## src/hdl/adc_if_pkg.sv

```systemverilog
package adc_if_pkg;

  // ------------------------------------------------------------------
  // width constants
  // ------------------------------------------------------------------

  // widest supported converter resolution
  // narrower samples sit right-aligned in this field
  localparam int sample_w = 18;

  // sample sequence counter, wraps modulo 16
  localparam int seq_w = 4;

  // ------------------------------------------------------------------
  // sample record
  // ------------------------------------------------------------------

  // one converted word plus its sequence tag, 22 bits in all
  typedef struct packed {
    logic [sample_w-1:0] data;
    logic [seq_w-1:0]    seq;
  } adc_sample_t;

  // ------------------------------------------------------------------
  // conversion cycle states
  // ------------------------------------------------------------------

  typedef enum logic [2:0] {
    st_idle    = 3'd0,
    st_cnv     = 3'd1,
    st_convert = 3'd2,
    st_shift   = 3'd3,
    st_done    = 3'd4
  } cnv_state_e;

endpackage

```

## src/hdl/adc_cnv_ctrl.sv

```systemverilog
`timescale 1ns/1ps

module adc_cnv_ctrl import adc_if_pkg::*; #(
  parameter int RESOLUTION  = 18,
  parameter int TWOLANES    = 1,
  parameter int CONV_CYCLES = 6
) (
  input  logic       s_axi_aclk,
  input  logic       rst,
  input  logic       enable,
  output logic       cnv,
  output logic       clk_gate,
  output logic       lane_shift,
  output logic       word_done,
  output cnv_state_e state
);

  // ------------------------------------------------------------------
  // frame geometry
  // ------------------------------------------------------------------

  // bit clocks per lane for one word
  localparam int lane_bits = RESOLUTION / (TWOLANES + 1);

  // the down-counter covers the longer of the two waits
  localparam int cnt_max = (CONV_CYCLES > lane_bits) ? CONV_CYCLES : lane_bits;
  localparam int cnt_w   = $clog2(cnt_max + 1);

  // reload values, counter runs down to zero inclusive
  localparam logic [cnt_w-1:0] conv_load  = cnt_w'(CONV_CYCLES - 1);
  localparam logic [cnt_w-1:0] shift_load = cnt_w'(lane_bits - 1);

  cnv_state_e       state_nxt;
  logic [cnt_w-1:0] cnt;
  logic [cnt_w-1:0] cnt_nxt;

  // ------------------------------------------------------------------
  // next state
  // ------------------------------------------------------------------

  always_comb begin
    state_nxt = state;
    cnt_nxt   = cnt;
    case (state)
      // a frame only starts from idle with enable set
      st_idle: begin
        if (enable) begin
          state_nxt = st_cnv;
        end
      end
      // single cnv cycle, then arm the conversion wait
      st_cnv: begin
        state_nxt = st_convert;
        cnt_nxt   = conv_load;
      end
      // converter busy, no bit clocks allowed here
      st_convert: begin
        if (cnt == '0) begin
          state_nxt = st_shift;
          cnt_nxt   = shift_load;
        end else begin
          cnt_nxt = cnt - cnt_w'(1);
        end
      end
      // gate open for exactly lane_bits cycles
      st_shift: begin
        if (cnt == '0) begin
          state_nxt = st_done;
        end else begin
          cnt_nxt = cnt - cnt_w'(1);
        end
      end
      // one quiet cycle, then either the next frame or idle
      st_done: begin
        state_nxt = enable ? st_cnv : st_idle;
      end
      default: begin
        state_nxt = st_idle;
      end
    endcase
  end

  // ------------------------------------------------------------------
  // state and output registers
  // ------------------------------------------------------------------

  always_ff @(posedge s_axi_aclk) begin
    if (rst) begin
      state      <= st_idle;
      cnt        <= '0;
      cnv        <= 1'b0;
      clk_gate   <= 1'b0;
      lane_shift <= 1'b0;
      word_done  <= 1'b0;
    end else begin
      state <= state_nxt;
      cnt   <= cnt_nxt;
      // outputs decoded from next state so they line up with state
      cnv      <= (state_nxt == st_cnv);
      clk_gate <= (state_nxt == st_shift);
      // model drives on the falling edge, so sample one cycle later
      lane_shift <= clk_gate;
      // last lane_shift is the one where the gate has already closed
      word_done <= lane_shift & ~clk_gate;
    end
  end

endmodule

```

## src/hdl/adc_lane_deser.sv

```systemverilog
`timescale 1ns/1ps

module adc_lane_deser import adc_if_pkg::*; #(
  parameter int RESOLUTION = 18,
  parameter int TWOLANES   = 1
) (
  input  logic        s_axi_aclk,
  input  logic        rst,
  input  logic        da,
  input  logic        db,
  input  logic        lane_shift,
  input  logic        word_done,
  output adc_sample_t word,
  output logic        word_valid
);

  // lanes in use and bits carried on each
  localparam int lanes     = TWOLANES + 1;
  localparam int lane_bits = RESOLUTION / lanes;
  // full word as assembled from all lanes
  localparam int word_bits = lane_bits * lanes;

  logic [word_bits-1:0] acc;
  logic [word_bits-1:0] acc_shifted;
  logic [seq_w-1:0]     seq;

  // ------------------------------------------------------------------
  // lane insertion
  // ------------------------------------------------------------------

  // msb first, lane a carries the higher bit of each pair
  if (TWOLANES != 0) begin : g_two_lanes
    assign acc_shifted = {acc[word_bits-3:0], da, db};
  end else begin : g_one_lane
    assign acc_shifted = {acc[word_bits-2:0], da};
  end

  // one step per bit clock of the window
  always_ff @(posedge s_axi_aclk) begin
    if (lane_shift) begin
      acc <= acc_shifted;
    end
  end

  // ------------------------------------------------------------------
  // word capture and sequence tag
  // ------------------------------------------------------------------

  always_ff @(posedge s_axi_aclk) begin
    if (rst) begin
      seq        <= '0;
      word_valid <= 1'b0;
    end else begin
      word_valid <= word_done;
      if (word_done) begin
        // wraps modulo 16, gaps show up downstream on drops
        seq <= seq + seq_w'(1);
      end
    end
  end

  // payload, right-aligned into the sample field
  always_ff @(posedge s_axi_aclk) begin
    if (word_done) begin
      word.data <= sample_w'(acc);
      word.seq  <= seq;
    end
  end

endmodule

```

## src/hdl/adc_sample_buf.sv

```systemverilog
`timescale 1ns/1ps

module adc_sample_buf import adc_if_pkg::*; #(
  parameter int BUF_DEPTH = 4
) (
  input  logic        s_axi_aclk,
  input  logic        rst,
  input  logic        enable,
  input  adc_sample_t word,
  input  logic        word_valid,
  output adc_sample_t sample,
  output logic        sample_valid,
  input  logic        sample_ready,
  output logic        adc_dovf
);

  // pointer and occupancy widths, depth is a power of two
  localparam int ptr_w = $clog2(BUF_DEPTH);
  localparam int cnt_w = ptr_w + 1;

  adc_sample_t      mem [BUF_DEPTH];
  logic [ptr_w-1:0] wr_ptr;
  logic [ptr_w-1:0] rd_ptr;
  logic [cnt_w-1:0] count;

  logic full;
  logic empty;
  logic push;
  logic pop;

  // ------------------------------------------------------------------
  // status and handshake
  // ------------------------------------------------------------------

  assign full  = (count == cnt_w'(BUF_DEPTH));
  assign empty = (count == '0);

  // converter cannot stall, a word at a full buffer is lost
  assign push = word_valid & ~full;
  assign pop  = sample_valid & sample_ready;

  // head of the buffer, held until accepted
  assign sample       = mem[rd_ptr];
  assign sample_valid = ~empty;

  // ------------------------------------------------------------------
  // storage
  // ------------------------------------------------------------------

  always_ff @(posedge s_axi_aclk) begin
    if (push) begin
      mem[wr_ptr] <= word;
    end
  end

  // ------------------------------------------------------------------
  // pointers and occupancy
  // ------------------------------------------------------------------

  always_ff @(posedge s_axi_aclk) begin
    if (rst) begin
      wr_ptr <= '0;
      rd_ptr <= '0;
      count  <= '0;
    end else begin
      if (push) begin
        wr_ptr <= wr_ptr + ptr_w'(1);
      end
      if (pop) begin
        rd_ptr <= rd_ptr + ptr_w'(1);
      end
      // simultaneous push and pop leaves the count unchanged
      if (push && !pop) begin
        count <= count + cnt_w'(1);
      end else if (pop && !push) begin
        count <= count - cnt_w'(1);
      end
    end
  end

  // ------------------------------------------------------------------
  // sticky overflow
  // ------------------------------------------------------------------

  // set on any dropped word, cleared once disabled and drained
  always_ff @(posedge s_axi_aclk) begin
    if (rst) begin
      adc_dovf <= 1'b0;
    end else if (word_valid && full) begin
      adc_dovf <= 1'b1;
    end else if (!enable && empty) begin
      adc_dovf <= 1'b0;
    end
  end

endmodule

```

## src/hdl/adc_serial_if.sv

```systemverilog
`timescale 1ns/1ps

module adc_serial_if import adc_if_pkg::*; #(
  parameter int RESOLUTION  = 18,
  parameter int TWOLANES    = 1,
  parameter int CONV_CYCLES = 6,
  parameter int BUF_DEPTH   = 4
) (
  input  logic        s_axi_aclk,
  input  logic        rst,
  input  logic        enable,
  input  logic        da,
  input  logic        db,
  output logic        cnv,
  output logic        clk_gate,
  output adc_sample_t sample,
  output logic        sample_valid,
  input  logic        sample_ready,
  output logic        adc_dovf
);

  // control to deserializer strobes
  logic        lane_shift;
  logic        word_done;
  // fsm state, brought out for the bound checks
  cnv_state_e  ctrl_state;
  // deserializer to buffer
  adc_sample_t word;
  logic        word_valid;

  // ------------------------------------------------------------------
  // conversion cycle control
  // ------------------------------------------------------------------

  adc_cnv_ctrl #(
    .RESOLUTION  (RESOLUTION),
    .TWOLANES    (TWOLANES),
    .CONV_CYCLES (CONV_CYCLES)
  ) adc_cnv_ctrl_i (
    .s_axi_aclk (s_axi_aclk),
    .rst        (rst),
    .enable     (enable),
    .cnv        (cnv),
    .clk_gate   (clk_gate),
    .lane_shift (lane_shift),
    .word_done  (word_done),
    .state      (ctrl_state)
  );

  // ------------------------------------------------------------------
  // lane capture and output buffering
  // ------------------------------------------------------------------

  adc_lane_deser #(
    .RESOLUTION (RESOLUTION),
    .TWOLANES   (TWOLANES)
  ) adc_lane_deser_i (
    .s_axi_aclk (s_axi_aclk),
    .rst        (rst),
    .da         (da),
    .db         (db),
    .lane_shift (lane_shift),
    .word_done  (word_done),
    .word       (word),
    .word_valid (word_valid)
  );

  adc_sample_buf #(
    .BUF_DEPTH (BUF_DEPTH)
  ) adc_sample_buf_i (
    .s_axi_aclk   (s_axi_aclk),
    .rst          (rst),
    .enable       (enable),
    .word         (word),
    .word_valid   (word_valid),
    .sample       (sample),
    .sample_valid (sample_valid),
    .sample_ready (sample_ready),
    .adc_dovf     (adc_dovf)
  );

endmodule

```

## config.mk

```make
export PLATFORM = sky130hd
export DESIGN_NAME = adc_serial_if
export DESIGN_NICKNAME = d
export VERILOG_FILES = /design/src/hdl/adc_if_pkg.sv /design/src/hdl/adc_cnv_ctrl.sv /design/src/hdl/adc_lane_deser.sv /design/src/hdl/adc_sample_buf.sv /design/src/hdl/adc_serial_if.sv
export SDC_FILE = /design/constraint.sdc
export NUM_CORES = 1
export LEC_CHECK = 0
export BUFFER_PORTS_ARGS = -buffer_cell sky130_fd_sc_hd__buf_2
export CORE_MARGIN = 1.5
export CORE_UTILIZATION = 54
export CTS_BUF_LIST = sky130_fd_sc_hd__clkbuf_4 sky130_fd_sc_hd__clkbuf_8 sky130_fd_sc_hd__clkbuf_16
export DETAILED_ROUTE_END_ITERATION = 10
export GPL_ROUTABILITY_DRIVEN = 1
export HOLD_SLACK_MARGIN = 0.15
export PLACE_DENSITY_LB_ADDON = 0.2
export SYNTH_ARGS = -nofsm -noshare
export SYNTH_HDL_FRONTEND = slang
export SYNTH_HIERARCHICAL = 1
export SYNTH_SLANG_ARGS = --single-unit
```

## constraint.sdc

```tcl
create_clock -name s_axi_aclk -period 2 [get_ports s_axi_aclk]
set_input_delay 0.3 -clock s_axi_aclk [delete_from_list [all_inputs] [get_ports s_axi_aclk]]
set_output_delay 0.3 -clock s_axi_aclk [all_outputs]
set_load 0.005 [all_outputs]
```

==> flow_metrics.py, run 1 <==
metrics = {
    "finish": {
        "drive_gt1_share_pct": 33.4,
        "syn_to_final_growth_pct": 19.3,
        "final_cells": 489,
        "nFillCells": 697,
        "nets": 355,
        "n_antenna_cell": 0,
    },
    "detailed_routing": {
        "drtIter0Drc": 75,
        "wire_per_inst_um": 17.9,
        "drc": 0,
        "vias": 2615,
        "routed_wl_mm": 8.73,
        "antenna_left": 0,
        "avgViaCountPerCell": 5.35,
        "drt_first_pass_iters": 4,
    },
    "clock_network": {
        "clk_pin_slew_ns": 0.06,
        "worstSkewPairLatency_ns": 0.52,
        "cts_buffer_depth": 2,
        "cts_sinks": 154,
        "ctsHtreeMaxLevel": 4,
        "cts_tree": "yes",
        "numCtsBuffers": 17,
        "ctsRootBufferMaster": "clkbuf_8",
    },
    "pwr": {
        "p_total_mw": 7.72,
        "vdd_drop_max_mv": 0.516,
        "clockPowerShare_pct": 37.5,
        "p_switching_mw": 1.93,
        "seq_power_share_pct": 48.2,
        "p_int_mw": 5.79,
        "comb_power_share_pct": 14.3,
        "power_density_nw_per_um2": 1150,
        "switching_share_pct": 25.0,
        "power_leakage_nw": 2.28,
    },
    "floorplan": {
        "fp.dieW_um": 105,
        "io_pins": 32,
        "core_um2": 10200,
        "fp-row-count": 37,
        "initial_core_util_pct": 55.0,
        "die-area_um2": 11000,
        "die_y_um": 105,
    },
    "sta": {
        "post-route-period-util_pct": 104,
        "fmaxAchievable_mhz": 480,
        "relSlewSlack_pct": 66.9,
        "holdWs_ns": 0.218,
        "slew_viol_final": 0,
        "setup_violations": 22,
        "hold_viol_final": 0,
        "worst_pin_slew_ns": 0.496,
        "skew_ns": 0.00786,
        "rsz0062_at_grt": "true",
        "fin_ws_ns": -0.0840,
        "min_period_ns": 2.08,
    },
    "outcome": {
        "failed_checks": "setup timing",
        "status": "complete, but fails checks",
    },
    "hold_path": {
        "hold_path_depth": 4,
        "worstHoldStart": "sample_ready",
        "min_to": "adc_sample_buf_i/rd_ptr[1]$_SDFFE_PP0P_",
        "hold_class": "input port to flip-flop",
    },
    "global_routing": {
        "grt_pass1_vias": 2638,
        "grt_pass1_wl_mm": 14.0,
        "overflow": 0,
        "grt_max_degree": 28,
        "antenna_found_initial": 0,
        "grtUsageTotal_pct": 17.6,
    },
    "placed_design": {
        "placedCellCount": 451,
        "gp_congestion": 0.729,
        "numPortBuffers": 31,
        "dp_hpwl_mm": 4.83,
    },
    "synth": {
        "synth_area_leaders": "edfxtp_1, dfxtp_1, mux4_2",
        "ys_warn_count": 6,
        "async_flop_share_pct": 0,
        "syn-cell-area_um2": 5630,
        "synth.largest_area_cell": "edfxtp_1",
        "synth.net_count": 291,
        "synthCells": 276,
        "synthFlopType": "edfxtp_1",
        "synth_cell_types": 47,
        "avgSynthCellArea_um2": 20.4,
        "ys_ff_latch": 154,
        "synth.top_cell.area_share_pct": 68.3,
        "synth_edf_count": 128,
        "synth_seq_area_share_pct": 77.6,
    },
    "flow_run": {
        "drv_cap": 0,
    },
    "critical_path": {
        "r2r_slack_ns": 0.06,
        "worstSetupPathType": "flip-flop to primary output",
        "cp-start-kind": "flip-flop",
        "reg2reg_to": "adc_sample_buf_i/count[2]$_SDFFE_PP0P_",
        "cp-end-kind": "primary output",
        "cp_max_fo": 6,
        "arrival_ns": 1.78,
        "worst_ep_required_time_ns": 1.70,
        "worstRegToRegCells": 7,
        "r2r_start": "adc_sample_buf_i/count[2]$_SDFFE_PP0P_",
    },
}
-- synth_stat cells (4+ instances only) --
cell type / instances
nor2_1: 14
inv_1: 6
buf_6: 4
nor2b_1: 5
a21oi_1: 4
xor2_1: 4
ha_1: 8
mux4_2: 22
dfxtp_1: 26
and2_1: 4
edfxtp_1: 128
-- worst max-delay path, stage by stage, from the launching register on --
cell and delay (ns):
dfxtp_4 0.42, buf_12 0.15, mux4_2 0.55, buf_6 0.14
-- flip-flops by register name, summed over array words and instances, names as in the netlist, named ones only --
register and cells:
adc_sample_buf_i/rd_ptr 2, adc_cnv_ctrl_i/state 3, adc_lane_deser_i/word 22, adc_sample_buf_i/adc_dovf 1
adc_sample_buf_i/count 3, adc_cnv_ctrl_i/word_done 1, adc_sample_buf_i/wr_ptr 2, adc_cnv_ctrl_i/cnt 4
adc_lane_deser_i/acc 18, adc_cnv_ctrl_i/clk_gate 1, adc_cnv_ctrl_i/cnv 1, adc_lane_deser_i/seq 4
adc_lane_deser_i/word_valid 1, adc_sample_buf_i/mem 88, adc_cnv_ctrl_i/lane_shift 1
-- layout by cell type, fill, tap and decap left out, types with 2 or more instances in the layout --
master / synthesis / routed
o21bai_1: 2 / 2
or4_1: 2 / 2
nand2b_1: 3 / 3
xor2_1: 4 / 4
or2_2: 2 / 2
nor2b_1: 5 / 5
dfxtp_4: 0 / 2
dfxtp_1: 26 / 23
and2_1: 4 / 4
buf_6: 4 / 2
ha_1: 8 / 7
buf_4: 0 / 14
o21ai_0: 3 / 3
edfxtp_1: 128 / 128
inv_6: 0 / 7
buf_12: 0 / 3
a31oi_1: 2 / 2
xnor2_1: 2 / 2
mux4_2: 22 / 22
clkinv_4: 0 / 3
inv_1: 6 / 6
clkinvlp_4: 0 / 2
buf_2: 2 / 29
dlygate4sd3_1: 0 / 3
or3_1: 2 / 2
a21oi_1: 4 / 4
inv_8: 0 / 2
mux2i_1: 3 / 3
clkbuf_16: 0 / 17
nor3b_1: 2 / 2
nor2_1: 14 / 14
-- final cells by class --
type	count	area (um^2)	share of cell area, %
Timing Repair Buffer	53	415	6.19
Tap cell	136	170	2.53
Clock inverter	15	130	1.94
Inverter	6	22.5	0.336
Sequential cell	154	4370	65.1
Multi-Input combinational cell	108	1190	17.7
Clock buffer	17	414	6.17
-- metal layers --
metal	GRT usage (%)	wire length, um
met1	22.3	3920
met2	29.0	4460
met3	4.74	219
met4	7.24	142
met5	0	0
-- power groups by stage --
stage | sequential, mW | combinational (mW) | clock [mW]
2_1_floorplan | 3.75 | 0.706 | 0
3_3_place_gp | 3.74 | 1.01 | 0
3_5_place_dp | 3.74 | 1.02 | 0
4_1_cts | 3.70 | 1.07 | 2.95
5_1_grt | 3.74 | 1.23 | 3.08
6_report | 3.72 | 1.11 | 2.89
-- worst max path at each step --
stage                                             endpoint  slack (ns)  cells past startpoint
finish                                           sample[1]       -0.08                      3
global route                                    sample[18]       -0.14                      3
CTS                                             sample[11]       -0.11                      3
detailed placement  adc_sample_buf_i/count[2]$_SDFFE_PP0P_        0.02                      8
global placement    adc_sample_buf_i/count[2]$_SDFFE_PP0P_        0.09                      8
floorplan           adc_sample_buf_i/count[2]$_SDFFE_PP0P_       0.009                      8
-- metrics by stage --
stage | utilization [%] | setup TNS, ns | setup slack, ns | instance area, um^2
after floorplan | - | 0 | 0.00921 | 5630
after global placement | 59.1 | 0 | 0.0850 | 6050
after detailed placement | 59.1 | 0 | 0.0228 | 6050
after CTS | 65.0 | -1.59 | -0.111 | 6650
after global routing | 65.6 | -2.63 | -0.145 | 6710
final | 65.6 | -1.14 | -0.0840 | 6710
-- kinds of logic after synthesis --
logic type	Yosys count	share of synthesized area (%)
xor gates and xnor gates	6	0.934
AOI/OAI and AO/OA	21	2.87
buffers and inverters	14	1.51
adders and majority gates	9	2.14
and+or+nand+nor	45	5.16
DFF	154	77.6
muxes	27	9.81
-- repair_timing --
item	4_1_cts	5_1_grt
endpoints found under the setup margin	23	23
gates resized for setup	4	6
endpoints found under the hold margin	4	0
gates cloned	1	1
hold buffers	3	0
pin swaps	0	1
buffers inserted	0	1
No activity file was read; power rests on OpenSTA's default activity.
==> run 2, diff against run 1 <==
--- a/config.mk
+++ b/config.mk
@@ -6,6 +6,7 @@
 export NUM_CORES = 1
 export LEC_CHECK = 0
 export BUFFER_PORTS_ARGS = -buffer_cell sky130_fd_sc_hd__buf_2
+export CORE_ASPECT_RATIO = 0.5
 export CORE_MARGIN = 1.5
 export CORE_UTILIZATION = 54
 export CTS_BUF_LIST = sky130_fd_sc_hd__clkbuf_4 sky130_fd_sc_hd__clkbuf_8 sky130_fd_sc_hd__clkbuf_16
==> flow_metrics.py, run 2 (synthesis gave the netlist of run 1 again) <==
metrics = {
    "detailed_routing": {
        "wl_met1_mm": 4.12,
        "drc": 0,
        "wl_met2_mm": 4.84,
        "dr_wl_met3_um": 300,
        "vias": 2596,
        "highest_layer": "met4",
        "drtIter0Drc": 158,
        "drt_first_pass_iters": 4,
        "avgViaCountPerCell": 5.30,
        "antenna_left": 0,
        "wire_per_inst_um": 18.9,
        "routed_wl_mm": 9.28,
    },
    "critical_path": {
        "cp_slowest_stage_delay_ns": 0.53,
        "cpMaxStageDelayCell": "mux4_2",
        "cp_num_cells": 3,
        "cp_max_fo": 6,
        "crit_family": "multiplexers",
        "worst_ep_required_time_ns": 1.70,
        "cp-end-kind": "primary output",
        "worstRegToRegCells": 7,
        "crit_chain": "buf_12 > mux4_2 > buf_2",
        "crit_buf_inv": 2,
        "worstSetupPathType": "flip-flop to primary output",
        "cp-start-kind": "flip-flop",
        "arrival_ns": 1.67,
    },
    "sta": {
        "min_period_ns": 1.97,
        "post-route-period-util_pct": 98.7,
        "fin_ws_ns": 0.0254,
        "rsz0062_at_grt": "true",
        "skew_ns": 0.00934,
        "slew_viol_final": 0,
        "hold_viol_final": 0,
        "relSlewSlack_pct": 68.7,
        "setup_violations": 0,
        "worst_pin_slew_ns": 0.470,
        "fmaxAchievable_mhz": 506,
    },
    "clock_network": {
        "clk_pin_slew_ns": 0.06,
        "ctsRootBufferMaster": "clkbuf_16",
        "cts_buffer_depth": 2,
        "cts_sinks": 154,
        "cts_tree": "yes",
        "numCtsBuffers": 17,
        "ctsHtreeMaxLevel": 4,
        "worstSkewPairLatency_ns": 0.41,
    },
    "placed_design": {
        "gp_congestion": 0.763,
        "numPortBuffers": 31,
        "place_ws_ns": -0.0248,
        "placedCellCount": 453,
        "dp_hpwl_mm": 5.40,
    },
    "finish": {
        "nets": 353,
        "layout_commonest_cell": "edfxtp_1",
        "layout_common_cells": "edfxtp_1, buf_2, dfxtp_1, mux4_2, clkbuf_16",
        "multi_input_area_um2": 1190,
        "syn_to_final_growth_pct": 20.1,
        "drive_gt1_share_pct": 34.0,
        "n_antenna_cell": 0,
        "regMostFlops": "adc_sample_buf_i/mem",
        "final_cells": 490,
        "register_area_um2": 4370,
        "nFillCells": 661,
        "largestRegisters": "adc_sample_buf_i/mem x88, adc_lane_deser_i/word x22, adc_lane_deser_i/acc x18",
        "largest_reg_flops": 88,
    },
    "flow_run": {
        "drv_cap": 0,
    },
    "floorplan": {
        "die_y_um": 75.2,
        "die-area_um2": 11100,
        "core_um2": 10200,
        "fp.dieW_um": 147,
        "io_pins": 32,
        "fp-row-count": 26,
        "initial_core_util_pct": 55.2,
    },
    "hold_path": {
        "hold_class": "input port to flip-flop",
        "hold_path_depth": 2,
    },
    "pwr": {
        "vdd_drop_max_mv": 0.668,
        "power_density_nw_per_um2": 1180,
        "power_leakage_nw": 2.29,
    },
    "global_routing": {
        "grtUsageTotal_pct": 18.6,
        "grt_max_degree": 28,
        "grt_pass1_vias": 2744,
        "antenna_found_initial": 0,
        "overflow": 0,
        "grt_pass1_wl_mm": 14.7,
    },
    "outcome": {
        "status": "complete, no violations",
    },
}
## run 2: routing by layer
layer	vias up	global-route usage, %
met3	2	5.70
met2	50	31.9
met4	0	6.00
met5	-	0
met1	1329	23.4
li1	1215	-
## run 2: layout make-up
type | count | share of cell area (%)
timing repair buffer | 51 | 6.07
tap | 140 | 2.59
clock buffer | 17 | 6.30
sequential | 154 | 64.7
inverter | 6 | 0.333
multi-input combinational | 108 | 17.7
clock inverter | 14 | 2.31
## run 2: path summary, 6_finish.rpt
path	to	start	slack (ns)
worst max register to register	adc_sample_buf_i/count[2]$_SDFFE_PP0P_	adc_sample_buf_i/count[2]$_SDFFE_PP0P_	0.09
worst min register to register	adc_lane_deser_i/word[21]$_DFFE_PP_	adc_lane_deser_i/acc[17]$_DFFE_PP_	0.42
worst max-delay path	sample[9]	flip-flop	0.03
worst min-delay path	adc_cnv_ctrl_i/cnv$_SDFF_PP0_	enable	0.20
## run 2: timing repair
action | in CTS | in global routing
hold endpoints to repair | 2 | 0
setup endpoints to repair | 15 | 15
cloned | 1 | 1
setup buffers | 2 | 0
pin swaps | 2 | 3
hold buffers | 2 | 0
gates resized for setup | 5 | 6
## run 2: power by group
part	internal [mW]	total, mW	switching [mW]	leakage, nW
combinational	0.647	1.15	0.505	0.643
sequential	3.58	3.73	0.154	1.37
clock	1.76	3.11	1.35	0.279
total	5.99	8.00	2.01	2.29
## run 2: metrics by stage
step                TNS (ns)  hold WS [ns]  util (%)  instance area [um^2]  power (mW)
floorplan                  0         0.369         -                  5630        4.45
global placement           0         0.404      59.5                  6060        4.73
detailed placement   -0.0248         0.405      59.5                  6060        4.80
CTS                  -0.0215         0.184      65.9                  6710        7.98
global route          -0.363         0.178      66.4                  6760        8.32
finish                     0         0.195      66.4                  6760        8.00
